==> src/hdl/cpu_bus_pkg.sv <==
package cpu_bus_pkg;

  // basic bus widths
  typedef logic [31:0] addr_t;
  typedef logic [31:0] data_t;
  typedef logic [3:0]  strb_t;
  typedef logic [15:0] region_t;

  // AXI response codes, 2 and 3 count as errors
  typedef logic [1:0] axi_resp_t;
  localparam axi_resp_t RESP_OKAY   = 2'd0;
  localparam axi_resp_t RESP_SLVERR = 2'd2;

  // address map, upper 16 bits of the byte address
  localparam region_t DMEM_REGION   = 16'h0010;
  localparam region_t PERIPH_REGION = 16'h0100;

  // cpu load/store request
  typedef struct packed {
    logic  wen;
    addr_t addr;
    data_t wdata;
    strb_t strb;
  } mem_req_t;

  // master to slave
  typedef struct packed {
    addr_t araddr;
    logic  arvalid;
    logic  rready;
    addr_t awaddr;
    logic  awvalid;
    data_t wdata;
    strb_t wstrb;
    logic  wvalid;
    logic  bready;
  } axil_req_t;

  // slave to master
  typedef struct packed {
    logic      arready;
    data_t     rdata;
    axi_resp_t rresp;
    logic      rvalid;
    logic      awready;
    logic      wready;
    axi_resp_t bresp;
    logic      bvalid;
  } axil_rsp_t;

endpackage
==> src/hdl/cpu_bus_master_axil.sv <==
`timescale 1ns/1ns

module cpu_bus_master_axil import cpu_bus_pkg::*; (
  input  logic     CLK_I,
  input  logic     rst_i,

  // cpu side
  input  logic     mem_valid_i,
  input  mem_req_t mem_req_i,
  output data_t    mem_rdata_o,
  output logic     mem_done_o,
  output logic     mem_err_o,

  // axi master control
  output logic     start_read_o,
  output logic     start_write_o,
  input  logic     done_read_i,
  input  logic     done_write_i,
  input  data_t    axil_rdata_i,
  input  logic     axil_err_i,

  // shared request fields, to RAM and AXI master
  output addr_t    req_addr_o,
  output data_t    req_wdata_o,
  output strb_t    req_strb_o,

  // data RAM
  output logic     dmem_en_o,
  output logic     dmem_wen_o,
  input  data_t    dmem_rdata_i
);

  typedef enum logic [1:0] {
    IDLE,
    AXIL_WAIT,
    DMEM_WAIT,
    ERR_DONE
  } state_t;

  state_t   state;
  mem_req_t req_q;
  region_t  region;
  logic     axil_done;

  assign region = mem_req_i.addr[31:16];

  // only the done matching the request direction ends the access
  assign axil_done = req_q.wen ? done_write_i : done_read_i;

  always_ff @(posedge CLK_I) begin
    if (rst_i) begin
      state         <= IDLE;
      req_q         <= '0;
      mem_rdata_o   <= '0;
      mem_done_o    <= 1'b0;
      mem_err_o     <= 1'b0;
      start_read_o  <= 1'b0;
      start_write_o <= 1'b0;
      dmem_en_o     <= 1'b0;
    end else begin
      // single cycle pulses
      mem_done_o    <= 1'b0;
      start_read_o  <= 1'b0;
      start_write_o <= 1'b0;
      case (state)
        IDLE: begin
          // cpu drops valid during the done cycle, so skip it there
          if (mem_valid_i && !mem_done_o) begin
            req_q <= mem_req_i;
            case (region)
              DMEM_REGION: begin
                dmem_en_o <= 1'b1;
                state     <= DMEM_WAIT;
              end
              PERIPH_REGION: begin
                start_write_o <= mem_req_i.wen;
                start_read_o  <= !mem_req_i.wen;
                state         <= AXIL_WAIT;
              end
              default: state <= ERR_DONE;
            endcase
          end
        end
        AXIL_WAIT: begin
          if (axil_done) begin
            mem_rdata_o <= req_q.wen ? '0 : axil_rdata_i;
            mem_err_o   <= axil_err_i;
            mem_done_o  <= 1'b1;
            state       <= IDLE;
          end
        end
        DMEM_WAIT: begin
          // first cycle is the RAM access, second one picks up its data
          if (dmem_en_o) begin
            dmem_en_o <= 1'b0;
          end else begin
            mem_rdata_o <= req_q.wen ? '0 : dmem_rdata_i;
            mem_err_o   <= 1'b0;
            mem_done_o  <= 1'b1;
            state       <= IDLE;
          end
        end
        ERR_DONE: begin
          // unmapped address, never forwarded
          mem_rdata_o <= '0;
          mem_err_o   <= 1'b1;
          mem_done_o  <= 1'b1;
          state       <= IDLE;
        end
        default: state <= IDLE;
      endcase
    end
  end

  assign req_addr_o  = req_q.addr;
  assign req_wdata_o = req_q.wdata;
  assign req_strb_o  = req_q.strb;
  assign dmem_wen_o  = req_q.wen;

endmodule

==> config.mk <==
export PLATFORM = sky130hd
export DESIGN_NAME = cpu_bus_master_axil
export DESIGN_NICKNAME = d
export VERILOG_FILES = /design/src/hdl/cpu_bus_pkg.sv /design/src/hdl/cpu_bus_master_axil.sv
export SDC_FILE = /design/constraint.sdc
export NUM_CORES = 1
export LEC_CHECK = 0
export BUFFER_PORTS_ARGS = -buffer_cell sky130_fd_sc_hd__buf_2
export CORE_ASPECT_RATIO = 1.4
export CORE_UTILIZATION = 25
export DETAILED_ROUTE_END_ITERATION = 10
export SETUP_SLACK_MARGIN = 0.02
export SLEW_MARGIN = 10
export SYNTH_ARGS = -nofsm -noshare
export SYNTH_HDL_FRONTEND = slang
export SYNTH_SLANG_ARGS = --single-unit
export TNS_END_PERCENT = 5
==> constraint.sdc <==
create_clock -name CLK_I -period 2.8 [get_ports CLK_I]
set_clock_uncertainty 0.15 [all_clocks]
set_input_delay 0.28 -clock CLK_I [delete_from_list [all_inputs] [get_ports CLK_I]]
set_output_delay 0.28 -clock CLK_I [all_outputs]
set_load 0.01 [all_outputs]
==> flow_summary.ini, run 1 <==
[place]
dpl-instance-area_mm2 = 0.00598
dp_slack_ns = 0.827
gp_congestion = 0.767
dp.cells = 1003
place_hpwl_um = 9540
portBuffers = 244

[timing]
period_share_pct = 71.3
fmax_mhz = 501
relSlewSlack_pct = 48.4
worst_slew_pin_slew_ns = 0.773
whs_ns = 0.0169
finalCriticalPeriod_ns = 2.00
rsz0062_at_grt = no
finalHoldViolCount = 0
setup_ws_ns = 0.803
setup_violations = 0
finalSetupTns_ns = 0
finalMaxSlewViolations = 0

[critical_path]
worstPathRequired_ns = 2.93
worstSetupStartpoint = dmem_wen_o$_SDFFE_PP0P_
critPathMaxFanout = 33
timing_worst_setup_path_type = reg -> reg
endpoint_kind = register
worstReg2RegStart = dmem_wen_o$_SDFFE_PP0P_
cp-start-kind = register
arrival_ns = 2.13

[drt]
routed_wirelength_um = 13400
wl_per_cell_um = 13.0
ant_nets = 0
drtPass1Iterations = 4
via_per_inst = 4.32
drc = 0
vias = 4464
drtIter0Drc = 204

[logic_synthesis]
yosysWarningCount = 0
ys_ff_latch = 108
seq_area_frac_synth_pct = 46.9
syn_inst = 555
syn_area_per_cell_um2 = 8.31
synth_area_mm2 = 0.00461
syn-num-nets = 694
synth_cell_types = 30

[floorplanning]
fp.dieW_um = 117
dieArea_mm2 = 0.0190
fp.dieH_um = 163
core_area_mm2 = 0.0180
io_pins = 245
num_rows = 58
initial_core_util_pct = 25.6

[grt]
overflow = 0
grtUsageTotal_pct = 14.1
grt_max_degree = 70
antenna_found_initial = 0
grt_pass1_vias = 4179
grt_first_pass_wirelength_um = 20600

[flow_run]
cap_viol_max_count = 0

[layout]
final_cell_mix = 244 x buf_2, 172 x nand2_1, 107 x dfxtp_1
final_cell_area_mm2 = 0.00643
stdcell_count = 1034
antenna_cells_inserted = 0
syn2layout_area_growth_pct = 39.4
final_common_cell = buf_2
layout.nets = 928
drive_gt1_share_pct = 34.8

[power_and_ir_drop]
vdd_ir_drop_max_v = 0.000252
power_density_mw_per_mm2 = 626
leakagePower_nw = 3.19

[clocking]
cts_inserted_buffers = 9
cts_sinks = 108
clockRootBuffer = clkbuf_16
htree_levels = 3
clk_pin_slew_ns = 0.07
cts_tree = built
insertion_delay_ns = 0.35
cts_setup_buffers = 0
cts_resized = 0
cts_buffer_depth = 2

[worst_hold_path]
hp-start = mem_req_i[0]
hold_path_class = in -> reg

[outcome]
run_status = finished, final reports clean
==> metal layers <==
layer  part of all wire [%]  track usage, %  up-vias
li1                       -               -     2312
met1                     39            14.3     1984
met2                     52            26.2      147
met3                    6.4            4.21       21
met4                    2.5            5.98        0
met5                      0               0        -
==> cell type report <==
cell class / count / area, um^2
flip-flops and latches: 108 / 2160
well taps: 240 / 300
clock buffers: 10 / 229
inverters: 3 / 11.3
clock inverters: 6 / 70.1
multi-input cells: 400 / 2220
fillers: 1973 / 11600
repair buffers: 267 / 1430
==> state kept, by name (all words and copies together), names as in the netlist <==
register / cells
mem_rdata_o: 32
req_addr_o: 32
req_wdata_o: 32
req_strb_o: 4
state: 2
dmem_en_o: 1
dmem_wen_o: 1
mem_done_o: 1
mem_err_o: 1
start_read_o: 1
start_write_o: 1
==> worst max-delay path: stages, from the launching register on <==
cell,delay [ns]
dfxtp_1,0.43
mux2_2,0.42
o22ai_4,0.15
buf_4,0.49
mux2i_1,0.25
==> final timing paths <==
check	end	slack, ns	cells after the start
setup reg to reg	mem_rdata_o[22]$_SDFFE_PP0P_	0.80	4
setup / recovery	mem_rdata_o[22]$_SDFFE_PP0P_	0.80	4
hold reg to reg	req_wdata_o[16]$_SDFFE_PP0P_	0.30	2
hold / removal	req_strb_o[0]$_SDFFE_PP0P_	0.02	3
==> stage by stage <==
step	util, %	power [mW]
detailed placement	33.2	2.78
CTS	35.7	4.11
global route	35.7	4.30
finish	35.7	4.03
floorplan	-	2.42
global placement	33.2	2.77
==> cells in the mapped netlist (all sizes together) <==
cell type  number  area (um^2)
or3b            1         8.76
o211ai          1         7.51
inv             2         7.51
and3b          32          280
o21ai          33          165
nand2         172          646
mux2            1         11.3
nor4            5         31.3
or3             1         11.3
nor4b           2         32.5
nor2            4         15.0
or4b            2         23.8
a21oi          69          345
o22ai           1         12.5
and4b           1         10.0
nor2b          35          219
buf            14          114
o221a           1         11.3
nand3           1         5.00
o32ai           1         8.76
dfxtp         108         2160
and4            1         8.76
clkinv          1         3.75
clkbuf         30          113
nand4b          2         17.5
mux2i          33          330
a2111o          1         11.3
==> power by group <==
group	leakage, nW	internal [mW]	total, mW	switching [mW]
clock network	0.147	0.703	1.29	0.584
registers	0.883	1.70	1.78	0.0847
logic	2.16	0.414	0.957	0.543
total	3.19	2.82	4.03	1.21
==> cell families after synthesis <==
kind of cell,Yosys count,share of synthesized area (%)
and+or+nand+nor,259,28.4
muxes,34,7.41
AOI/OAI and AO/OA,107,12.2
buffers and inverters,47,5.15
DFF,108,46.9
==> timing repair <==
item,CTS,global route
hold buffers,15,0
endpoints found under the setup margin,0,0
endpoints found under the hold margin,15,0
Power figures use the tool's default switching activity.
==> run 2: changes to the inputs <==
Clock period 2.8 ns to 1.7 ns, I/O delays scaled along.
==> run 2 against run 1 <==
Core utilization up 4.4 points. Final area rose by 12%. Sequential share of layout area down 3.7 points. Maximum frequency increased by 21%. Clock-buffer cell count shrank 1. Cell count rose by 6.6%. Combinational power rose by 95%. Wire length grew 6.5%. Critical path type unchanged. Largest power group unchanged.
==> flow_summary.ini, run 2 (synthesis gave the netlist of run 1 again) <==
[floorplanning]
dieArea_mm2 = 0.0190
num_rows = 58
core_area_mm2 = 0.0180
initial_core_util_pct = 25.6
fp.dieW_um = 117
io_pins = 245
fp.dieH_um = 163

[layout]
antenna_cells_inserted = 0
n_fill_cell = 1828
final_cell_mix = 244 x buf_2, 172 x nand2_1, 106 x dfxtp_1
drive_gt1_share_pct = 34.0
layout.nets = 996
multi_input_area_mm2 = 0.00224
final_common_cell = buf_2
syn2layout_area_growth_pct = 56.7
stdcell_count = 1102
utilization_pct = 40.2
ff_latch_area_mm2 = 0.00216

[clocking]
cts_inserted_buffers = 9
clk_pin_slew_ns = 0.07
insertion_delay_ns = 0.35
clockRootBuffer = clkbuf_16
cts_tree = built
htree_levels = 3
cts_buffer_depth = 2
cts_setup_buffers = 0
cts_sinks = 108

[power_and_ir_drop]
power_density_mw_per_mm2 = 967
vdd_ir_drop_max_v = 0.000528
leakagePower_nw = 3.54

[grt]
antenna_found_initial = 0
grt_first_pass_wirelength_um = 21200
grt_max_degree = 71
overflow = 0
grt_pass1_vias = 4405
grtUsageTotal_pct = 14.4

[timing]
worst_slew_pin_slew_ns = 0.343
relSlewSlack_pct = 76.9
finalCriticalPeriod_ns = 1.65
period_share_pct = 97.1
setup_violations = 0
rsz0062_at_grt = yes
setup_ws_ns = 0.0495
fmax_mhz = 606
finalMaxSlewViolations = 0
finalHoldViolCount = 0

[drt]
via_per_inst = 4.38
routed_wirelength_um = 14300
ant_nets = 0
drtPass1Iterations = 4
vias = 4826
wl_per_cell_um = 13.0
drc = 0
drtIter0Drc = 206

[critical_path]
worstPathRequired_ns = 1.81
arrival_ns = 1.76
cp-start-kind = register
critPathMaxFanout = 5
timing_worst_setup_path_type = reg -> reg
endpoint_kind = register

[flow_run]
cap_viol_max_count = 0

[outcome]
run_status = finished, final reports clean

[place]
place_hpwl_um = 9520
dp.cells = 1016
dp_slack_ns = 0.0325
gp_congestion = 0.721
portBuffers = 244

[worst_hold_path]
hold_path_class = in -> reg
run 2: report_power, final:
part / switching (mW) / leakage (nW) / internal, mW / total [mW]
Clock: 1.02 / 0.152 / 1.17 / 2.19
Sequential: 0.128 / 0.884 / 2.80 / 2.93
Combinational: 0.968 / 2.50 / 0.902 / 1.87
Total: 2.12 / 3.54 / 4.87 / 6.99
run 2: per-layer routing:
| metal | routed length [um] | part of all wire, % | vias to the layer above | global-route usage, % |
|---|---|---|---|---|
| met5 | 0 | 0 | - | 0 |
| met4 | 351 | 2.5 | 0 | 5.64 |
| met3 | 997 | 7.0 | 25 | 4.73 |
| met2 | 7230 | 51 | 157 | 25.8 |
| met1 | 5710 | 40 | 2189 | 15.4 |
| li1 | - | - | 2455 | - |
run 2: worst paths after layout:
check	from	end	slack (ns)	cells past startpoint
setup / recovery	state[0]$_SDFFE_PP0P_	start_read_o$_SDFF_PP0_	0.05	3
hold / removal	axil_rdata_i[8]	mem_rdata_o[8]$_SDFFE_PP0P_	0.06	4
setup reg to reg	state[0]$_SDFFE_PP0P_	start_read_o$_SDFF_PP0_	0.05	3
hold reg to reg	req_wdata_o[12]$_SDFFE_PP0P_	req_wdata_o[12]$_SDFFE_PP0P_	0.30	2
run 2: what timing repair did:
action / 4_1_cts / 5_1_grt
hold buffers: 70 / 0
gates resized for setup: 1 / 3
hold endpoints to repair: 73 / 0
endpoints found under the setup margin: 1 / 14
cloned: 0 / 0
run 2: through the flow:
| stage | hold slack, ns | total power, mW | area (um^2) | TNS, ns |
|---|---|---|---|---|
| final | 0.0581 | 6.99 | 7230 | 0 |
| after global routing | 0.0866 | 7.39 | 7230 | 0 |
| after CTS | 0.0454 | 7.10 | 7210 | 0 |
| after detailed placement | 0.238 | 4.73 | 6200 | 0 |
| after global placement | 0.230 | 4.71 | 6200 | 0 |
| after floorplan | 0.0983 | 3.99 | 4610 | -0.170 |
run 2: layout make-up:
cell class / instances / area share, %
Timing Repair Buffer: 335 / 30.5
Inverter: 3 / 0.156
Multi-Input combinational cell: 400 / 31.0
Tap cell: 240 / 4.16
Clock inverter: 7 / 1.13
Clock buffer: 9 / 3.12
Sequential cell: 108 / 30.0
run 2: critical path, cell delays in order, from the launching register on:
cell	delay, ns
dfxtp_1	0.36
or3b_1	0.41
or3_4	0.37
nor4_1	0.27
