**config.mk**
```make
export PLATFORM = sky130hd
export DESIGN_NAME = axi_lite_master
export DESIGN_NICKNAME = d
export VERILOG_FILES = /design/src/hdl/cpu_bus_pkg.sv /design/src/hdl/axi_lite_master.sv
export SDC_FILE = /design/constraint.sdc
export NUM_CORES = 1
export LEC_CHECK = 0
export ABC_CLOCK_PERIOD_IN_PS = 1100
export BUFFER_PORTS_ARGS = -buffer_cell sky130_fd_sc_hd__clkbuf_2
export CAP_MARGIN = 20
export CORE_MARGIN = 5
export CORE_UTILIZATION = 32
export DETAILED_ROUTE_END_ITERATION = 10
export GPL_TIMING_DRIVEN = 1
export HOLD_SLACK_MARGIN = 0.05
export PLACE_DENSITY = 0.77
export SETUP_SLACK_MARGIN = 0.4
export SYNTH_ARGS = -nofsm -noshare
export SYNTH_HDL_FRONTEND = slang
export SYNTH_SLANG_ARGS = --single-unit
export TNS_END_PERCENT = 100
```
**constraint.sdc**
```tcl
create_clock -name CLK_I -period 1.1 [get_ports CLK_I]
set_input_delay 0.165 -clock CLK_I [delete_from_list [all_inputs] [get_ports CLK_I]]
set_output_delay 0.165 -clock CLK_I [all_outputs]
set_load 0.005 [all_outputs]
```
**src/hdl/cpu_bus_pkg.sv**
```systemverilog
package cpu_bus_pkg;

  // basic bus widths
  typedef logic [31:0] addr_t;
  typedef logic [31:0] data_t;
  typedef logic [3:0]  strb_t;
  typedef logic [15:0] region_t;

  // AXI response codes, 2 and 3 count as errors
  typedef logic [1:0] axi_resp_t;
  localparam axi_resp_t RESP_OKAY   = 2'd0;
  localparam axi_resp_t RESP_SLVERR = 2'd2;

  // address map, upper 16 bits of the byte address
  localparam region_t DMEM_REGION   = 16'h0010;
  localparam region_t PERIPH_REGION = 16'h0100;

  // cpu load/store request
  typedef struct packed {
    logic  wen;
    addr_t addr;
    data_t wdata;
    strb_t strb;
  } mem_req_t;

  // master to slave
  typedef struct packed {
    addr_t araddr;
    logic  arvalid;
    logic  rready;
    addr_t awaddr;
    logic  awvalid;
    data_t wdata;
    strb_t wstrb;
    logic  wvalid;
    logic  bready;
  } axil_req_t;

  // slave to master
  typedef struct packed {
    logic      arready;
    data_t     rdata;
    axi_resp_t rresp;
    logic      rvalid;
    logic      awready;
    logic      wready;
    axi_resp_t bresp;
    logic      bvalid;
  } axil_rsp_t;

endpackage
```
**src/hdl/axi_lite_master.sv**
```systemverilog
`timescale 1ns/1ns

module axi_lite_master import cpu_bus_pkg::*; (
  input  logic      CLK_I,
  input  logic      rst_i,

  // transaction control
  input  logic      start_read_i,
  input  logic      start_write_i,
  input  addr_t     addr_i,
  input  data_t     wdata_i,
  input  strb_t     wstrb_i,
  output logic      done_read_o,
  output logic      done_write_o,
  output data_t     rdata_o,
  output logic      err_o,

  // AXI4-Lite bus
  output axil_req_t axil_req_o,
  input  axil_rsp_t axil_rsp_i
);

  typedef enum logic [1:0] {
    WR_IDLE,
    WR_ADDR_DATA,
    WR_RESP
  } wr_state_t;

  typedef enum logic [1:0] {
    RD_IDLE,
    RD_ADDR,
    RD_DATA
  } rd_state_t;

  wr_state_t wr_state;
  rd_state_t rd_state;

  logic awvalid_q;
  logic wvalid_q;
  logic bready_q;
  logic arvalid_q;
  logic rready_q;
  logic wr_err_q;
  logic rd_err_q;
  logic aw_done;
  logic w_done;

  // channel is finished once it was accepted before or is accepted now
  assign aw_done = !awvalid_q || axil_rsp_i.awready;
  assign w_done  = !wvalid_q || axil_rsp_i.wready;

  // write side
  always_ff @(posedge CLK_I) begin
    if (rst_i) begin
      wr_state     <= WR_IDLE;
      awvalid_q    <= 1'b0;
      wvalid_q     <= 1'b0;
      bready_q     <= 1'b0;
      wr_err_q     <= 1'b0;
      done_write_o <= 1'b0;
    end else begin
      done_write_o <= 1'b0;
      case (wr_state)
        WR_IDLE: begin
          if (start_write_i) begin
            awvalid_q <= 1'b1;
            wvalid_q  <= 1'b1;
            wr_state  <= WR_ADDR_DATA;
          end
        end
        WR_ADDR_DATA: begin
          if (awvalid_q && axil_rsp_i.awready) awvalid_q <= 1'b0;
          if (wvalid_q && axil_rsp_i.wready) wvalid_q <= 1'b0;
          if (aw_done && w_done) begin
            bready_q <= 1'b1;
            wr_state <= WR_RESP;
          end
        end
        WR_RESP: begin
          if (axil_rsp_i.bvalid) begin
            bready_q     <= 1'b0;
            wr_err_q     <= axil_rsp_i.bresp[1];
            done_write_o <= 1'b1;
            wr_state     <= WR_IDLE;
          end
        end
        default: wr_state <= WR_IDLE;
      endcase
    end
  end

  // read side
  always_ff @(posedge CLK_I) begin
    if (rst_i) begin
      rd_state    <= RD_IDLE;
      arvalid_q   <= 1'b0;
      rready_q    <= 1'b0;
      rd_err_q    <= 1'b0;
      rdata_o     <= '0;
      done_read_o <= 1'b0;
    end else begin
      done_read_o <= 1'b0;
      case (rd_state)
        RD_IDLE: begin
          if (start_read_i) begin
            arvalid_q <= 1'b1;
            rd_state  <= RD_ADDR;
          end
        end
        RD_ADDR: begin
          if (axil_rsp_i.arready) begin
            arvalid_q <= 1'b0;
            rready_q  <= 1'b1;
            rd_state  <= RD_DATA;
          end
        end
        RD_DATA: begin
          if (axil_rsp_i.rvalid) begin
            rready_q    <= 1'b0;
            rdata_o     <= axil_rsp_i.rdata;
            rd_err_q    <= axil_rsp_i.rresp[1];
            done_read_o <= 1'b1;
            rd_state    <= RD_IDLE;
          end
        end
        default: rd_state <= RD_IDLE;
      endcase
    end
  end

  // error belongs to whichever done is pulsing
  assign err_o = done_read_o ? rd_err_q : wr_err_q;

  // addr and data stay stable from start until done
  assign axil_req_o.araddr  = addr_i;
  assign axil_req_o.arvalid = arvalid_q;
  assign axil_req_o.rready  = rready_q;
  assign axil_req_o.awaddr  = addr_i;
  assign axil_req_o.awvalid = awvalid_q;
  assign axil_req_o.wdata   = wdata_i;
  assign axil_req_o.wstrb   = wstrb_i;
  assign axil_req_o.wvalid  = wvalid_q;
  assign axil_req_o.bready  = bready_q;

endmodule

```
==> run_results.csv, run 1 <==
group,metric,value,unit
synthesis,synth_area_leader_cell,"dfxtp_1",
die,dieArea,9590,sq um
die,die_h,97.9,um
hold_path,hold_end,"rdata_o[11]$_SDFFE_PP0P_",
cts,cts_buffer_depth,2,
global_route,grt_antenna_before_repair,0,
synthesis,yosysUniqueCellTypes,26,
global_route,grt_pass1_vias,1897,
final_layout,largest_register_ffs,32,
hold_path,min_from,"axil_rsp_i[19]",
hold_path,hold_depth,3,
placed_design,dpl-instance-area,2280,sq um
setup_path,r2r-end,"rdata_o[2]$_SDFFE_PP0P_",
placed_design,dpl.hpwl,3.74,mm
final_layout,multi_input_area,1090,sq um
die,die_x,97.9,um
setup_path,path_class,"flip-flop to flip-flop",
power,p_leak,1.42,nW
setup_path,critPathLaunchType,"flip-flop",
placed_design,finalWeightedCongestion,0.721,
setup_path,r2r_cells,5,
setup_path,r2r_start,"rd_state[0]$_SDFFE_PP0P_",
global_route,grt_usage,0.119,
timing,slew_viol_final,0,
cts,clock_sinks,45,
placed_design,port_buffers,82,
timing,post-route-min-period,1250,ps
hold_path,min_path_type,"input port to flip-flop",
synthesis,mappedNetlistArea,2470,sq um
timing,hold_viol_final,0,
final_layout,finalInstanceArea,3180,sq um
routing,drc,0,
job,drv_cap,0,
synthesis,ys_seq_area_frac,0.364,
setup_path,crit_arrival,1470,ps
timing,final-setup-viol-count,34,
routing,drt_iter0_markers,32,
global_route,grt_pass1_wl,9.21,mm
final_layout,largestRegisters,"rdata_o (32), rd_state (2), wr_state (2)",
run_status,status,"finished with violations",
synthesis,yosysWarnings,0,
cts,cts_tree,"done",
final_layout,fin_cells,403,
synthesis,async_flop_share,0,
final_layout,drive_gt1_frac,0.784,
power,power.total,3.60,mW
timing,finalClockSkew,9.81,ps
power,pwr_density_cell,1130,nW/um^2
synthesis,synth_seq_cells,45,
final_layout,nFillCells,765,
synthesis,synth_cells,302,
setup_path,worst-path-max-fanout,8,
global_route,overflow,0,
final_layout,num-nets-final,413,
power,ir_worst_vdd,505,uV
routing,wl,6.34,mm
die,io-pin-count,253,
cts,cts_root_buffer,"clkbuf_8",
setup_path,required,1320,ps
synthesis,synthTopCellsByArea,"dfxtp_1 36%, buf_4 33%, nand2_1 10%",
timing,final.setup.tns,-3420,ps
synthesis,ys_dominant_reg_cell,"dfxtp_1",
die,initial_core_util,0.324,
timing,finalCritPeriodShare,1.14,
die,rows,32,
timing,rsz0062_at_grt,"true",
synthesis,synth.avg_cell_area,8.19,sq um
timing,setup_ws,-153,ps
final_layout,area_growth,28.6,%
setup_path,cp-end-kind,"flip-flop",
timing,tightest_slew,534,ps
final_layout,regMostFlops,"rdata_o",
run_status,violations,"negative setup slack",
routing,avgRoutedWirePerCell,15.7,um
setup_path,rrSetupSlack,-150,ps
cts,cts_buffers,5,
die,core_area,7650,sq um
routing,ant_nets,0,
global_route,grt_max_degree,20,
synthesis,synthDominantCellAreaShare,0.364,
cts,insertion_delay,300,ps
placed_design,dp.cells,376,
final_layout,seq_area,968,sq um
timing,max_freq,0.798,GHz
synthesis,synth_edf_count,0,
routing,vias,1838,
cts,path_clk_slew,90,ps
final_layout,num_antenna_cells,0,
routing,avgViaCountPerCell,4.56,
cts,htreeDepth,2,
timing,relSlewSlack,0.644,
synthesis,synth_fp_nets,415,
routing,dr.pass1.iters,4,
cells in the mapped netlist (2+ instances only):
| cell | count |
|---|---|
| buf_4 | 108 |
| nand2_1 | 67 |
| dfxtp_1 | 45 |
| a21oi_1 | 30 |
| nor2_1 | 10 |
| a21oi_2 | 6 |
| clkbuf_1 | 4 |
| nor2b_1 | 4 |
| buf_8 | 3 |
| nand2b_1 | 3 |
| a2111oi_0 | 2 |
| a31oi_1 | 2 |
| inv_1 | 2 |
| mux2_2 | 2 |
| nand3b_1 | 2 |
| o21ai_0 | 2 |
timing repair:
action	CTS	global route
setup buffers	11	4
hold buffers	0	0
resized for setup	73	88
gates cloned	2	2
pin swaps	9	37
setup endpoints to repair	85	85
cells by family after synthesis:
kind of cell	after synthesis	share of synthesized area
and+or+nand+nor	91	0.156
AOI/OAI and AO/OA	44	0.105
DFF	45	0.364
muxes	3	0.0131
buffers and inverters	119	0.361
worst max-delay path, stage by stage (launching register included):
cell and delay [ps]:
dfxtp_4 350, and3b_2 330, buf_12 150, clkbuf_16 150
nand2_1 60, a21oi_1 120
power by group:
group	total [mW]	internal (mW)	switching (mW)
clock network	1.25	0.675	0.577
registers	1.74	1.69	0.0509
logic	0.607	0.329	0.278
total	3.60	2.69	0.906
how the worst max path moves through the flow:
stage,to,from,depth (start not counted)
floorplan,rdata_o[3]$_SDFFE_PP0P_,rd_state[0]$_SDFFE_PP0P_,5
global placement,rdata_o[12]$_SDFFE_PP0P_,rd_state[0]$_SDFFE_PP0P_,4
detailed placement,rdata_o[2]$_SDFFE_PP0P_,rd_state[0]$_SDFFE_PP0P_,4
CTS,err_o,done_read_o$_SDFF_PP0_,2
global route,rdata_o[2]$_SDFFE_PP0P_,rd_state[0]$_SDFFE_PP0P_,5
finish,rdata_o[2]$_SDFFE_PP0P_,rd_state[0]$_SDFFE_PP0P_,5
cells in the final DEF (no fill, tap or decap), drive strengths merged, types with 2 or more instances in the layout:
master / instances
a2111oi: 2
nand2: 67
nand3b: 3
a31oi: 2
clkbuf: 77
o21ai: 2
nor2: 10
inv: 2
buf: 37
mux2: 2
dfxtp: 45
nand2b: 3
nor2b: 4
a21oi: 36
through the flow:
stage | utilization | setup slack [ps] | hold slack [ps]
2_1_floorplan | - | 79.5 | 282
3_3_place_gp | 0.298 | 52.3 | 330
3_5_place_dp | 0.298 | 3.69 | 330
4_1_cts | 0.359 | -147 | 51.3
5_1_grt | 0.416 | -194 | 59.3
6_report | 0.416 | -153 | 71.3
layer usage:
layer | share of wire | track usage | vias to the layer above | wire (um)
li1 | - | - | 854 | -
met3 | 0.080 | 0.0500 | 23 | 509
met5 | 0 | 0 | - | 0
met2 | 0.52 | 0.203 | 82 | 3280
met1 | 0.39 | 0.126 | 879 | 2440
met4 | 0.018 | 0.0607 | 0 | 114
area by class of cell:
class / count / share of cell area
inverter: 2 / 0.00236
clock buffer: 6 / 0.0228
tap: 102 / 0.0401
multi-input combinational: 138 / 0.342
timing repair buffer: 108 / 0.277
sequential: 45 / 0.304
clock inverter: 2 / 0.0110
Note: power is estimated with default switching activity, not from simulation.
==> run 2, diff against run 1 <==
Settings changed: ABC_AREA from default to 1, CORE_UTILIZATION 32 to 35, PLACE_DENSITY 0.77 to 0.78.
==> run_results.csv, run 2 <==
group,metric,value,unit
run_status,status,"finished with violations",
run_status,violations,"negative setup slack",
routing,vias,2047,
synthesis,synthTopCellsByArea,"dfxtp_1 31%, buf_4 28%, nand3_2 10%",
cts,cts_buffers,5,
job,drv_cap,0,
final_layout,largestRegisters,"rdata_o (32), rd_state (2), wr_state (2)",
setup_path,rrSetupSlack,-30,ps
synthesis,synth_cells,321,
synthesis,synth.avg_cell_area,9.00,sq um
setup_path,path_class,"flip-flop to flip-flop",
synthesis,mappedNetlistArea,2890,sq um
final_layout,multi_input_area,1280,sq um
hold_path,hold_depth,3,
power,ir_worst_vdd,509,uV
final_layout,largest_register_ffs,32,
final_layout,nFillCells,782,
synthesis,synth_common_cells,"106 x buf_4, 45 x dfxtp_1, 30 x a21oi_2, 30 x nand2_1, 29 x nand3_2",
synthesis,yosysMostFrequentCell,"buf_4",
cts,insertion_delay,300,ps
synthesis,synth_edf_count,0,
routing,dr.pass1.iters,4,
global_route,grt_max_degree,27,
routing,drt_iter0_markers,62,
placed_design,dpl.hpwl,4.70,mm
timing,setup_ws,-29.7,ps
final_layout,mostFrequentLayoutCell,"clkbuf_2",
cts,cts_tree,"done",
final_layout,area_growth,18.2,%
setup_path,worst-path-max-fanout,5,
timing,relSlewSlack,0.515,
final_layout,mostFrequentLayoutCells,"68 x clkbuf_2, 39 x dfxtp_2, 37 x a21oi_2, 31 x buf_4, 30 x nand3_2",
timing,final-setup-viol-count,21,
timing,holdWs,94.0,ps
cts,cts_root_buffer,"clkbuf_8",
timing,finalClockSkew,7.20,ps
cts,htreeDepth,2,
cts,clock_sinks,45,
global_route,grt_usage,0.138,
hold_path,hold_end,"rdata_o[0]$_SDFFE_PP0P_",
synthesis,ys_dominant_reg_cell,"dfxtp_1",
synthesis,synth_seq_cells,45,
timing,max_freq,0.885,GHz
global_route,overflow,0,
synthesis,synth_area_leader_cell,"dfxtp_1",
routing,drc,0,
timing,hold_viol_final,0,
final_layout,regMostFlops,"rdata_o",
routing,ant_nets,0,
timing,tightest_slew,727,ps
final_layout,num_antenna_cells,0,
setup_path,cp-end-kind,"flip-flop",
global_route,grt_pass1_vias,2203,
power,pwr_density_cell,1010,nW/um^2
die,die_x,101,um
synthesis,yosysWarnings,0,
die,io-pin-count,253,
cts,cts_buffer_depth,2,
synthesis,synth_fp_nets,434,
hold_path,min_path_type,"input port to flip-flop",
synthesis,async_flop_share,0,
final_layout,drive_gt1_frac,0.890,
timing,finalCritPeriodShare,1.03,
die,initial_core_util,0.355,
die,dieArea,10200,sq um
timing,rsz0062_at_grt,"true",
die,die_h,101,um
synthesis,synthDominantCellAreaShare,0.312,
final_layout,seq_area,965,sq um
synthesis,yosysUniqueCellTypes,21,
setup_path,crit_arrival,1310,ps
hold_path,min_from,"axil_rsp_i[8]",
cts,path_clk_slew,90,ps
timing,slew_viol_final,0,
routing,avgViaCountPerCell,4.63,
die,rows,33,
die,core_area,8130,sq um
synthesis,ys_seq_area_frac,0.312,
timing,final.setup.tns,-287,ps
routing,wl,7.29,mm
setup_path,r2r-end,"rdata_o[12]$_SDFFE_PP0P_",
global_route,grt_pass1_wl,11.1,mm
placed_design,port_buffers,82,
global_route,grt_antenna_before_repair,1,
final_layout,num-nets-final,449,
power,p_leak,1.34,nW
timing,post-route-min-period,1130,ps
setup_path,r2r_start,"rd_state[0]$_SDFFE_PP0P_",
setup_path,critPathLaunchType,"flip-flop",
setup_path,r2r_cells,5,
routing,avgRoutedWirePerCell,16.5,um
setup_path,required,1280,ps
placed_design,finalWeightedCongestion,0.780,
cts,cts.hold.buffers_added,0,
-- run 2: cell count changes in the layout (fill, tap and decap cells not counted), moves of 6 or more --
cell and change:
buf_4 +24, nand2_1 -26, nand2_2 +10, nand3_2 +30
a21oi_2 +6
-- run 2: critical path, stage by stage (launching register included) --
cell	delay, ps
dfxtp_4	370
nor2_8	190
buf_12	180
nand2_8	90
nand2_2	120
a21oi_2	50
-- run 2: how the worst max path moves through the flow --
stage | from | endpoint | slack [ps] | cells past startpoint
after floorplan | rd_state[1]$_SDFFE_PP0P_ | rdata_o[19]$_SDFFE_PP0P_ | 40 | 6
after global placement | rd_state[1]$_SDFFE_PP0P_ | rdata_o[28]$_SDFFE_PP0P_ | -30 | 5
after detailed placement | rd_state[1]$_SDFFE_PP0P_ | rdata_o[16]$_SDFFE_PP0P_ | -60 | 5
after CTS | rd_state[0]$_SDFFE_PP0P_ | rdata_o[13]$_SDFFE_PP0P_ | -4 | 5
after global routing | rd_state[1]$_SDFFE_PP0P_ | rdata_o[12]$_SDFFE_PP0P_ | -90 | 6
final | rd_state[0]$_SDFFE_PP0P_ | rdata_o[12]$_SDFFE_PP0P_ | -30 | 5
-- run 2: stage by stage --
stage	util	cell area, sq um	total power, mW	instances	setup WS [ps]
after floorplan	-	2910	2.30	321	38.0
after detailed placement	0.319	2590	2.15	397	-61.4
after global routing	0.420	3410	3.61	442	-88.0
after CTS	0.386	3140	3.43	437	-4.24
final	0.420	3410	3.45	442	-29.7
after global placement	0.319	2590	2.14	397	-27.8
-- run 2: area by class of cell --
class,count,share of cell area
multi-input combinational,147,0.374
sequential,45,0.283
timing repair buffer,123,0.258
tap,105,0.0385
clock buffer,7,0.0282
inverter,14,0.0176
clock inverter,1,0.00147
-- run 2: timing repair --
action / 4_1_cts / 5_1_grt
gates resized for setup: 74 / 56
pin swaps: 13 / 16
setup buffers: 28 / 4
gates cloned: 4 / 1
setup endpoints to repair: 85 / 85
-- run 2: cell families (layout without fill, tap and decap cells) --
group / after synthesis / in the layout / synth area share
flops: 45 / 45 / 0.312
simple gates: 95 / 100 / 0.218
compound gates: 47 / 47 / 0.120
buf+inv: 134 / 145 / 0.350
-- run 2: where the power goes --
| part | switching, mW | internal, mW |
|---|---|---|
| sequential | 0.0444 | 1.68 |
| combinational | 0.320 | 0.268 |
| clock | 0.567 | 0.569 |
| total | 0.932 | 2.51 |
-- run 2: per-layer routing --
layer  GRT usage  up-vias  wire (um)
met5           0        -         13
met4      0.0435        2        191
met3      0.0540       40        697
met2       0.251      102       3790
met1       0.147      945       2590
li1            -      958          -
