<file path="config.mk">
export PLATFORM = sky130hd
export DESIGN_NAME = axil_periph_regs
export DESIGN_NICKNAME = d
export VERILOG_FILES = /design/src/hdl/cpu_bus_pkg.sv /design/src/hdl/axil_periph_regs.sv
export SDC_FILE = /design/constraint.sdc
export NUM_CORES = 1
export LEC_CHECK = 0
export BUFFER_PORTS_ARGS = -buffer_cell sky130_fd_sc_hd__buf_2
export CAP_MARGIN = 20
export CORE_MARGIN = 4
export CORE_UTILIZATION = 55
export CTS_CLUSTER_DIAMETER = 150
export DETAILED_ROUTE_END_ITERATION = 16
export PLACE_DENSITY = 0.84
export SYNTH_ARGS = -nofsm -noshare
export SYNTH_HDL_FRONTEND = slang
export SYNTH_SLANG_ARGS = --single-unit
</file>
<file path="constraint.sdc">
create_clock -name CLK_I -period 2.7 [get_ports CLK_I]
set_input_delay 0.135 -clock CLK_I [delete_from_list [all_inputs] [get_ports CLK_I]]
set_output_delay 0.135 -clock CLK_I [all_outputs]
set_load 0.02 [all_outputs]
</file>
<file path="src/hdl/cpu_bus_pkg.sv">
package cpu_bus_pkg;

  // basic bus widths
  typedef logic [31:0] addr_t;
  typedef logic [31:0] data_t;
  typedef logic [3:0]  strb_t;
  typedef logic [15:0] region_t;

  // AXI response codes, 2 and 3 count as errors
  typedef logic [1:0] axi_resp_t;
  localparam axi_resp_t RESP_OKAY   = 2'd0;
  localparam axi_resp_t RESP_SLVERR = 2'd2;

  // address map, upper 16 bits of the byte address
  localparam region_t DMEM_REGION   = 16'h0010;
  localparam region_t PERIPH_REGION = 16'h0100;

  // cpu load/store request
  typedef struct packed {
    logic  wen;
    addr_t addr;
    data_t wdata;
    strb_t strb;
  } mem_req_t;

  // master to slave
  typedef struct packed {
    addr_t araddr;
    logic  arvalid;
    logic  rready;
    addr_t awaddr;
    logic  awvalid;
    data_t wdata;
    strb_t wstrb;
    logic  wvalid;
    logic  bready;
  } axil_req_t;

  // slave to master
  typedef struct packed {
    logic      arready;
    data_t     rdata;
    axi_resp_t rresp;
    logic      rvalid;
    logic      awready;
    logic      wready;
    axi_resp_t bresp;
    logic      bvalid;
  } axil_rsp_t;

endpackage
</file>
<file path="src/hdl/axil_periph_regs.sv">
`timescale 1ns/1ns

module axil_periph_regs import cpu_bus_pkg::*; (
  input  logic      CLK_I,
  input  logic      rst_i,
  input  axil_req_t axil_req_i,
  output axil_rsp_t axil_rsp_o
);

  typedef enum logic [1:0] {
    WR_IDLE,
    WR_ACK,
    WR_RESP
  } wr_state_t;

  typedef enum logic [1:0] {
    RD_IDLE,
    RD_ACK,
    RD_DATA
  } rd_state_t;

  wr_state_t wr_state;
  rd_state_t rd_state;

  data_t     regs [4];
  logic      awready_q;
  logic      wready_q;
  logic      bvalid_q;
  axi_resp_t bresp_q;
  logic      arready_q;
  logic      rvalid_q;
  axi_resp_t rresp_q;
  data_t     rdata_q;
  logic      wr_hit;
  logic      rd_hit;

  // only offsets 0x0..0xC are backed by registers
  assign wr_hit = axil_req_i.awaddr[15:4] == '0;
  assign rd_hit = axil_req_i.araddr[15:4] == '0;

  // address and data accepted together, then the response
  always_ff @(posedge CLK_I) begin
    if (rst_i) begin
      wr_state  <= WR_IDLE;
      awready_q <= 1'b0;
      wready_q  <= 1'b0;
      bvalid_q  <= 1'b0;
      bresp_q   <= RESP_OKAY;
      for (int r = 0; r < 4; r++) regs[r] <= '0;
    end else begin
      case (wr_state)
        WR_IDLE: begin
          if (axil_req_i.awvalid && axil_req_i.wvalid) begin
            awready_q <= 1'b1;
            wready_q  <= 1'b1;
            wr_state  <= WR_ACK;
          end
        end
        WR_ACK: begin
          // both valids are still held here, so this is the handshake
          awready_q <= 1'b0;
          wready_q  <= 1'b0;
          if (wr_hit) begin
            for (int i = 0; i < 4; i++) begin
              if (axil_req_i.wstrb[i]) begin
                regs[axil_req_i.awaddr[3:2]][8*i +: 8] <= axil_req_i.wdata[8*i +: 8];
              end
            end
          end
          bresp_q  <= wr_hit ? RESP_OKAY : RESP_SLVERR;
          bvalid_q <= 1'b1;
          wr_state <= WR_RESP;
        end
        WR_RESP: begin
          if (axil_req_i.bready) begin
            bvalid_q <= 1'b0;
            wr_state <= WR_IDLE;
          end
        end
        default: wr_state <= WR_IDLE;
      endcase
    end
  end

  always_ff @(posedge CLK_I) begin
    if (rst_i) begin
      rd_state  <= RD_IDLE;
      arready_q <= 1'b0;
      rvalid_q  <= 1'b0;
      rresp_q   <= RESP_OKAY;
      rdata_q   <= '0;
    end else begin
      case (rd_state)
        RD_IDLE: begin
          if (axil_req_i.arvalid) begin
            arready_q <= 1'b1;
            rd_state  <= RD_ACK;
          end
        end
        RD_ACK: begin
          arready_q <= 1'b0;
          rdata_q   <= rd_hit ? regs[axil_req_i.araddr[3:2]] : '0;
          rresp_q   <= rd_hit ? RESP_OKAY : RESP_SLVERR;
          rvalid_q  <= 1'b1;
          rd_state  <= RD_DATA;
        end
        RD_DATA: begin
          if (axil_req_i.rready) begin
            rvalid_q <= 1'b0;
            rd_state <= RD_IDLE;
          end
        end
        default: rd_state <= RD_IDLE;
      endcase
    end
  end

  assign axil_rsp_o.arready = arready_q;
  assign axil_rsp_o.rdata   = rdata_q;
  assign axil_rsp_o.rresp   = rresp_q;
  assign axil_rsp_o.rvalid  = rvalid_q;
  assign axil_rsp_o.awready = awready_q;
  assign axil_rsp_o.wready  = wready_q;
  assign axil_rsp_o.bresp   = bresp_q;
  assign axil_rsp_o.bvalid  = bvalid_q;

endmodule

</file>
==> results of run 1 <==
==> kinds of logic after synthesis <==
family | Yosys count
simple gates | 218
flops | 170
compound gates | 43
buf+inv | 39
mux | 32
other cells | 1
==> power groups by stage <==
| stage | sequential, mW | combinational (mW) | clock [mW] |
|---|---|---|---|
| finish | 2.90 | 0.324 | 2.32 |
| global route | 2.91 | 0.351 | 2.46 |
| CTS | 2.90 | 0.325 | 2.34 |
| detailed placement | 2.96 | 0.315 | 0 |
| global placement | 2.95 | 0.304 | 0 |
| floorplan | 2.95 | 0.191 | 0 |
==> worst max-delay path: stages, from the launching register on <==
cell	delay, ps
dfxtp_1	330
and2b_1	290
nand4_2	110
buf_4	260
nor3_4	410
or2_1	430
==> repair_timing <==
item                      4_1_cts  5_1_grt
resized for setup               0        0
hold buffers                    6        0
hold endpoints to repair        6        0
==> stage by stage <==
| step | utilization [%] | worst slack, ps | std cells | area (µm²) |
|---|---|---|---|---|
| after floorplan | - | 785.0 | 504 | 7296 |
| after detailed placement | 62.34 | 487.7 | 760 | 7995 |
| final | 67.25 | 511.8 | 798 | 8625 |
| after CTS | 67.25 | 511.5 | 798 | 8625 |
| after global placement | 62.34 | 601.3 | 760 | 7995 |
| after global routing | 67.25 | 366.6 | 798 | 8625 |
==> area by class of cell <==
class                           instances  area, µm²  share of cell area, %
Timing Repair Buffer                  127      720.7                  8.356
Tap cell                              172      215.2                  2.495
Inverter                                2      7.507                0.08704
Sequential cell                       170       4684                  54.32
Clock buffer                           22      474.2                  5.498
Multi-Input combinational cell        295       2427                  28.14
Clock inverter                         10      95.09                  1.103
==> cells in the mapped netlist, types with 3 or more instances <==
master / instances / area (µm²)
nor3_4: 8 / 130.1
nor4_1: 8 / 50.05
o21ai_0: 3 / 15.01
or2_1: 4 / 25.02
or2_2: 8 / 50.05
and3_1: 48 / 300.3
edfxtp_1: 128 / 3844
a22oi_1: 32 / 240.2
dfxtp_1: 42 / 840.8
and2_1: 80 / 500.5
mux4_2: 32 / 720.7
clkbuf_1: 16 / 60.06
nand2_1: 6 / 22.52
a21o_1: 4 / 30.03
nor2_1: 38 / 142.6
buf_4: 8 / 60.06
nor4_2: 4 / 50.05
nand2b_1: 3 / 18.77
buf_2: 11 / 55.05
==> worst max-delay path by stage <==
stage                             end            from  slack (ps)  cells after the start
after detailed placement   regs[1][5]  axil_req_i[43]         490                      6
after global routing      regs[2][20]     wr_state[1]         370                      5
after CTS                 regs[1][20]     wr_state[1]         510                      5
final                      regs[1][5]     wr_state[1]         510                      5
after global placement    regs[2][23]     wr_state[1]         600                      5
after floorplan            regs[1][0]     wr_state[1]         780                      5
==> metal layers <==
layer / routed length (µm) / GRT usage (%) / share of wire (%)
met5: 13 / 0 / 0.081
met4: 439 / 10.87 / 2.7
met3: 962 / 6.633 / 6.0
met2: 8591 / 40.33 / 54
met1: 5978 / 25.20 / 37
==> registers in the layout, indices dropped and copies added (netlist names) <==
signal	cells
wready_q	1
rd_state	2
rresp_q	1
bvalid_q	1
rdata_q	32
rvalid_q	1
regs	128
wr_state	2
bresp_q	1
arready_q	1
==> flow_summary_export.csv, run 1 <==
group,metric,value,unit
timing,rsz0062_at_grt,"no",
clock_network,path_clk_slew,60,ps
logic_synthesis,syn_area,7292,µm²
global_routing,antenna_found_initial,1,
min_path,min_to,"regs[3][12]",
worst_setup_path,crit_type,"register to register",
logic_synthesis,yosys_warnings,0,
logic_synthesis,synth_mux_area_share,9.883,%
timing,final_max_slew_viol_count,0,
power,vdd_ir_drop_max,520.5,µV
global_routing,grt_pass1_vias,4965,
power,total_power,5.547,mW
power,p_clk_share,41.8,%
power,p_seq_share,52.3,%
clock_network,cts-buffers-inserted,17,
logic_synthesis,synth_edf_count,128,
finish,mostFrequentLayoutCells,"128 x edfxtp_1, 109 x buf_2, 80 x and2_1, 48 x and3_1, 42 x dfxtp_1",
worst_setup_path,end_kind,"register",
timing,slew-limit-headroom,43.03,%
detailed_routing,vias_per_cell,5.776,
power,powerDensity,643.1,nW/µm²
clock_network,cts.sinks,170,
power,p_sw_share,21.49,%
logic_synthesis,yosysUniqueCellTypes,35,
finish,antenna_cells,0,
logic_synthesis,synth_ff_type,"edfxtp_1",
timing,max_freq,0.4570,GHz
finish,final_common_cell,"edfxtp_1",
worst_setup_path,worstPathRequired,2780,ps
detailed_routing,drt_iter0_markers,261,
global_routing,grt_use_total,22.80,%
detailed_routing,drtPass1Iterations,4,
logic_synthesis,avgSynthCellArea,14.50,µm²
status,outcome,"finished, final reports clean",
worst_setup_path,crit_path_max_fanout,15,
place,place.gp.congestion,0.7569,
logic_synthesis,synthArstFlopShare,0,%
place,io_buffers,109,
clock_network,cts_setup_buffers,0,
timing,fin_setup_tns,0,ps
timing,fin_crit_sh,81.04,%
die,die_y,123.1,µm
clock_network,clockBufferDepth,2,
die,core_area,12820,µm²
die,die_area,15160,µm²
clock_network,insertion_delay,440,ps
logic_synthesis,synth_compound_area_share,4.324,%
detailed_routing,drc,0,
min_path,hold_path.class,"primary input to register",
global_routing,grt_max_degree,57,
worst_setup_path,crit_arrival,2270,ps
worst_setup_path,rrSetupSlack,510,ps
finish,area_delta_synth_final,18.27,%
logic_synthesis,synth_seq_cells,170,
timing,final_hold_viol_count,0,
finish,filler_cell_count,893,
power,combPwrFrac,5.8,%
clock_network,cts_tree,"yes",
finish,nets,720,
global_routing,globalRouteOverflowTotal,0,
worst_setup_path,cp-start-kind,"register",
detailed_routing,drt-wirelength-per-cell,20.03,µm
detailed_routing,ant_nets,0,
timing,setup_viol,0,
logic_synthesis,yosys.area_share.simple,18.89,%
timing,whs,14.10,ps
detailed_routing,vias,4609,
power,p_leak,3.596,nW
timing,finClkSkew,8.438,ps
die,die_x,123.1,µm
min_path,hp-start,"axil_req_i[18]",
die,start_util,56.86,%
timing,period_minus_slack,2188,ps
die,num_rows,41,
logic_synthesis,synth_xor_area_share,0,%
logic_synthesis,synth_top_family_by_area,"simple AND/OR/NAND/NOR gates",
logic_synthesis,synthAdderAreaFrac,0,%
global_routing,grt_pass1_wl,25.25,mm
power,cell_internal_pwr,4.355,mW
detailed_routing,finalWirelength,15.99,mm
finish,drive_gt1_share,33.07,%
timing,worst_slew_pin_slew,854.5,ps
power,switchingPower,1.192,mW
die,io_pins,148,
clock_network,cts_root_buf,"clkbuf_16",
worst_setup_path,reg2reg_to,"regs[1][5]",
clock_network,h-tree-depth,4,
place,dpl.hpwl,10.44,mm
logic_synthesis,synth_seq_area_share,64.24,%
logic_synthesis,syn_inst,503,
worst_setup_path,rr_worst_depth,5,
min_path,whs_path_depth,2,
job,maxCapViolations,0,
worst_setup_path,r2r-start,"wr_state[1]",
No activity file was read; power rests on OpenSTA's default activity.
==> run 2, diff against run 1 <==
Settings changed: ABC_AREA from default to 1, CORE_UTILIZATION 55 to 50, PLACE_DENSITY 0.84 to 0.8.
Clock period 2.7 ns to 1.8 ns, I/O delays scaled along.
==> run 2 against run 1 <==
Clock power rose by 63%. Total power rose by 58%. Synthesized area rose by 1.2%. First-iteration DRC count rose by 44%. Sequential cell count did not move. Sequential power rose by 50%. Synthesized cell count rose by 47%. Combinational power rose by 98%.
==> flow_summary_export.csv, run 2 <==
group,metric,value,unit
status,outcome,"finished, final reports clean",
logic_synthesis,synth_xor_area_share,0,%
global_routing,grt_use_total,21.72,%
place,dpl_worst_slack,-15.41,ps
power,powerDensity,928.0,nW/µm²
logic_synthesis,synth_edf_count,128,
logic_synthesis,synth_top_area_share,52.07,%
worst_setup_path,crit_arrival,1880,ps
worst_setup_path,end_kind,"register",
global_routing,globalRouteOverflowTotal,0,
clock_network,cts.sinks,170,
min_path,min_to,"regs[3][25]",
detailed_routing,drt-wirelength-per-cell,16.22,µm
logic_synthesis,avgSynthCellArea,9.976,µm²
finish,design_area,9448,µm²
die,io_pins,148,
worst_setup_path,crit_type,"register to register",
global_routing,grt_pass1_vias,5723,
job,maxCapViolations,0,
power,p_leak,3.870,nW
finish,drive_gt1_share,27.46,%
worst_setup_path,rr_worst_depth,10,
timing,final_hold_viol_count,0,
worst_setup_path,rrSetupSlack,60,ps
timing,finClkSkew,7.564,ps
finish,filler_cell_count,1100,
logic_synthesis,yosysMostFrequentCell,"nor2_1",
finish,mostFrequentLayoutCells,"210 x nor2_1, 128 x edfxtp_1, 111 x nand2_1, 109 x buf_2, 42 x inv_1",
logic_synthesis,synth_mux_area_share,0,%
min_path,hp-start,"axil_req_i[31]",
power,vdd_ir_drop_max,623.0,µV
detailed_routing,drt_iter0_markers,375,
worst_setup_path,worst-path-buf-inv,2,
logic_synthesis,synthAdderAreaFrac,0,%
logic_synthesis,netlist_top_cells_count,"214 x nor2_1, 128 x edfxtp_1, 127 x nand2_1",
place,place_area,8562,µm²
worst_setup_path,crit_chain,"nand3_4, nor2_2, nand3_2, nand2_2, nor2_2, nand2_4, buf_12, nand4_2, nand2_2, buf_12",
min_path,whs_path_depth,3,
die,die_x,129.5,µm
finish,final_common_cell,"nor2_1",
logic_synthesis,synth_top_family_by_area,"simple AND/OR/NAND/NOR gates",
worst_setup_path,crit_path_max_fanout,8,
detailed_routing,vias_per_cell,5.300,
worst_setup_path,cp_top_family,"simple AND/OR/NAND/NOR gates",
logic_synthesis,netlist_top_cells_area,"edfxtp_1 52%, dfxtp_1 11%, nor2_1 11%",
logic_synthesis,syn_area,7382,µm²
timing,max_freq,0.5750,GHz
die,start_util,50.99,%
global_routing,antenna_found_initial,1,
logic_synthesis,synth_top_area_cell,"edfxtp_1",
place,dpl.hpwl,11.53,mm
logic_synthesis,syn_inst,740,
timing,finalWorstSetupSlack,61.00,ps
die,num_rows,44,
die,core_area,14480,µm²
worst_setup_path,r2r-start,"wr_state[0]",
worst_setup_path,cp-start-kind,"register",
clock_network,path_clk_slew,70,ps
clock_network,h-tree-depth,4,
logic_synthesis,yosys.area_share.simple,21.93,%
global_routing,grt_max_degree,42,
detailed_routing,vias,5761,
logic_synthesis,yosys_warnings,0,
logic_synthesis,synth_seq_cells,170,
finish,nets,997,
finish,largest_reg_flops,128,
clock_network,cts_root_buf,"clkbuf_16",
die,die_y,129.5,µm
clock_network,cts-buffers-inserted,17,
logic_synthesis,synthArstFlopShare,0,%
finish,top_regs,"regs (128), rdata_q (32)",
worst_setup_path,cp_slowest_cell,"dfxtp_2",
worst_setup_path,worstPathRequired,1940,ps
worst_setup_path,cp_slowest_stage_delay,380,ps
timing,rsz0062_at_grt,"yes",
timing,slew-limit-headroom,61.51,%
worst_setup_path,reg2reg_to,"regs[1][30]",
timing,setup_viol,0,
logic_synthesis,yosysUniqueCellTypes,31,
detailed_routing,finalWirelength,17.64,mm
clock_network,insertion_delay,420,ps
timing,period_minus_slack,1739,ps
detailed_routing,ant_nets,0,
detailed_routing,drtPass1Iterations,5,
logic_synthesis,synth_compound_area_share,8.915,%
finish,antenna_cells,0,
detailed_routing,drc,0,
finish,largest_register,"regs",
finish,area_delta_synth_final,27.98,%
global_routing,grt_pass1_wl,28.03,mm
place,io_buffers,109,
timing,fin_crit_sh,96.61,%
timing,worst_slew_pin_slew,577.3,ps
logic_synthesis,synth_seq_area_share,63.46,%
logic_synthesis,synth_ff_type,"edfxtp_1",
timing,final_max_slew_viol_count,0,
clock_network,clockBufferDepth,2,
min_path,hold_path.class,"primary input to register",
place,place.gp.congestion,0.8064,
die,die_area,16770,µm²
clock_network,cts_tree,"yes",
run 2: final cells by class:
cell class,instances,area (µm²),area share [%]
tap,184,230.2,2.437
inverter,48,180.2,1.907
multi-input combinational,477,2371,25.10
timing repair buffer,176,1344,14.22
clock buffer,26,595.6,6.304
clock inverter,6,41.29,0.4370
sequential,170,4686,49.60
run 2: worst register-to-register path, cell delays in order, from the launching register on:
cell	delay [ps]
dfxtp_2	380
nand3_4	100
nor2_2	120
nand3_2	100
nand2_2	80
nor2_2	40
nand2_4	140
buf_12	150
nand4_2	90
nand2_2	110
buf_12	140
run 2: worst max path at each step:
stage	from	endpoint	slack, ps	cells past startpoint
6_report	wr_state[0]	regs[1][30]	60	10
5_1_grt	wr_state[1]	regs[1][27]	-40	11
4_1_cts	wr_state[0]	regs[0][8]	10	10
3_5_place_dp	axil_req_i[54]	regs[1][8]	-20	11
3_3_place_gp	wr_state[1]	regs[3][6]	40	11
2_1_floorplan	wr_state[1]	regs[2][0]	30	10
run 2: cells by family (layout without fill, tap and decap cells):
| kind of cell | after synthesis | after routing |
|---|---|---|
| DFF | 170 | 170 |
| other | 1 | 2 |
| and+or+nand+nor | 369 | 369 |
| buffers and inverters | 94 | 256 |
| AOI/OAI and AO/OA | 106 | 106 |
run 2: timing repair:
action / 4_1_cts / 5_1_grt
hold buffers: 10 / 0
pin swaps: 0 / 3
gates cloned: 0 / 1
setup endpoints to repair: 57 / 201
endpoints found under the hold margin: 13 / 0
setup buffers: 0 / 2
resized for setup: 4 / 28
run 2: stage by stage:
| step | total power [mW] | util [%] | hold slack (ps) | setup TNS (ps) | std cells |
|---|---|---|---|---|---|
| 2_1_floorplan | 4.754 | - | 189.0 | 0 | 741 |
| 3_3_place_gp | 5.021 | 59.13 | 289.5 | 0 | 1042 |
| 3_5_place_dp | 5.039 | 59.13 | 295.2 | -24.35 | 1042 |
| 4_1_cts | 8.786 | 64.29 | 0.1802 | 0 | 1084 |
| 5_1_grt | 9.028 | 65.25 | 11.80 | -790.2 | 1087 |
| 6_report | 8.768 | 65.25 | 12.53 | 0 | 1087 |
run 2: layer usage:
metal / wire (µm) / up-vias / track usage [%]
met3: 1213 / 36 / 5.441
met5: 13 / - / 0
met4: 439 / 2 / 8.741
met1: 7036 / 2741 / 26.01
li1: - / 2792 / -
met2: 8932 / 190 / 37.68
run 2: power breakdown:
part           leakage, nW  switching [mW]  total (mW)  internal, mW
combinational         1.90           0.375       0.641         0.266
sequential            1.65          0.0383        4.35          4.31
clock                0.318            1.48        3.78          2.30
==> run 3, diff against run 2 <==
Settings changed: PLACE_DENSITY 0.8 to 0.84.
==> run 3 against run 2 <==
Fmax shrank 2.6%. Sequential cell count unchanged. Total power shrank 0.94%. Critical path depth is 1 higher. Clock skew up 6.0 ps. Register-to-register slack worse by 50 ps. First-iteration DRC count grew 43%. Routed wire length up 3.1%.
==> flow_summary_export.csv, run 3 (same netlist as run 2, synthesis figures left out) <==
group,metric,value,unit
worst_setup_path,crit_type,"register to register",
timing,final_hold_viol_count,0,
die,io_pins,148,
place,place_area,8584,µm²
detailed_routing,drt-wirelength-per-cell,16.68,µm
detailed_routing,highest_layer,"met4",
power,powerDensity,920.1,nW/µm²
detailed_routing,ant_nets,0,
worst_setup_path,crit_path_max_fanout,8,
timing,setup_viol,0,
detailed_routing,vias_per_cell,5.386,
timing,period_minus_slack,1785,ps
status,outcome,"finished, final reports clean",
place,place.gp.congestion,0.7826,
timing,rsz0062_at_grt,"yes",
detailed_routing,wl_met1,7.075,mm
clock_network,h-tree-depth,4,
die,start_util,50.99,%
worst_setup_path,end_kind,"register",
timing,final_max_slew_viol_count,0,
finish,multiInputGateArea,2364,µm²
finish,mostFrequentLayoutCells,"211 x nor2_1, 128 x edfxtp_1, 115 x nand2_1, 109 x buf_2, 42 x inv_1",
detailed_routing,drtPass1Iterations,5,
clock_network,cts_tree,"yes",
finish,drive_gt1_share,26.49,%
die,die_y,129.5,µm
job,maxCapViolations,0,
clock_network,path_clk_slew,60,ps
finish,largest_reg_flops,128,
global_routing,antenna_found_initial,0,
global_routing,grt_max_degree,65,
min_path,hold_path.class,"primary input to register",
timing,fin_crit_sh,99.16,%
detailed_routing,finalWirelength,18.18,mm
finish,area_delta_synth_final,27.86,%
clock_network,cts-buffers-inserted,17,
clock_network,cts.sinks,170,
clock_network,cts_root_buf,"clkbuf_16",
global_routing,grt_pass1_wl,28.46,mm
worst_setup_path,crit_arrival,1940,ps
die,core_area,14480,µm²
clock_network,clockBufferDepth,2,
timing,max_freq,0.5602,GHz
finish,fin_cells,1090,
finish,antenna_cells,0,
detailed_routing,met2_length,9.266,mm
die,die_x,129.5,µm
finish,regArea,4686,µm²
detailed_routing,drt_iter0_markers,537,
detailed_routing,drc,0,
finish,largest_register,"regs",
timing,slew-limit-headroom,61.97,%
die,die_area,16770,µm²
worst_setup_path,worstPathRequired,1950,ps
finish,final_common_cell,"nor2_1",
place,dpl.hpwl,11.66,mm
detailed_routing,wl_met3,1.458,mm
finish,top_regs,"regs (128), rdata_q (32)",
global_routing,globalRouteOverflowTotal,0,
die,num_rows,44,
finish,filler_cell_count,1055,
global_routing,grt_pass1_vias,5741,
place,io_buffers,109,
power,p_leak,3.868,nW
finish,design_area,9439,µm²
detailed_routing,vias,5871,
timing,worst_slew_pin_slew,570.4,ps
worst_setup_path,cp-start-kind,"register",
finish,nets,1000,
global_routing,grt_use_total,22.15,%
place,place_inst,1040,
clock_network,insertion_delay,440,ps
timing,finClkSkew,13.57,ps
power,vdd_ir_drop_max,699.7,µV
[run 3: final timing paths]
kind / startpoint / endpoint / slack (ps) / cells after the start
setup reg to reg: wr_state[1] / regs[0][19] / 20 / 11
setup / recovery: wr_state[1] / regs[0][19] / 20 / 11
hold reg to reg: rdata_q[19] / rdata_q[19] / 460 / 2
hold / removal: axil_req_i[11] / regs[3][5] / 2 / 3
[run 3: cell type report]
class	count	share of cell area, %
Sequential cell	170	49.64
Multi-Input combinational cell	477	25.04
Timing Repair Buffer	179	14.62
Clock buffer	22	5.143
Tap cell	184	2.439
Inverter	48	1.909
Clock inverter	10	1.206
[run 3: what timing repair did]
item	in CTS	in global routing
hold buffers	14	0
endpoints found under the setup margin	45	219
endpoints found under the hold margin	17	0
setup buffers	0	4
pin swaps	0	3
gates resized for setup	4	23
[run 3: worst max-delay path: stages, from the launching register on]
cell,delay (ps)
dfxtp_1,310
inv_2,90
nand3_4,100
nor2_4,120
nand3_2,90
nand2_1,100
nor2_2,50
nand2_4,140
buf_12,170
nand4_4,90
nand2_2,110
buf_12,130
[run 3: metal layers]
metal / vias to the layer above / global-route usage (%)
met1: 2783 / 26.86
met3: 36 / 6.430
met2: 253 / 37.80
met5: - / 0
li1: 2799 / -
met4: 0 / 8.068
[run 3: power by group]
group / internal (mW) / leakage (nW) / switching [mW]
Clock: 2.20 / 0.295 / 1.48
Combinational: 0.277 / 1.92 / 0.380
Sequential: 4.31 / 1.65 / 0.0418
Total: 6.79 / 3.87 / 1.90
[run 3: through the flow]
stage	utilization [%]	hold slack, ps	power, mW	setup WS, ps	TNS [ps]
3_3_place_gp	59.29	289.6	5.028	-6.667	-44.83
4_1_cts	64.47	1.268	8.690	-1.305	-5.326
6_report	65.19	1.919	8.685	15.04	0
3_5_place_dp	59.29	295.7	5.048	-57.69	-440.4
5_1_grt	65.19	13.55	8.967	-71.69	-3990
2_1_floorplan	-	189.0	4.754	28.39	0
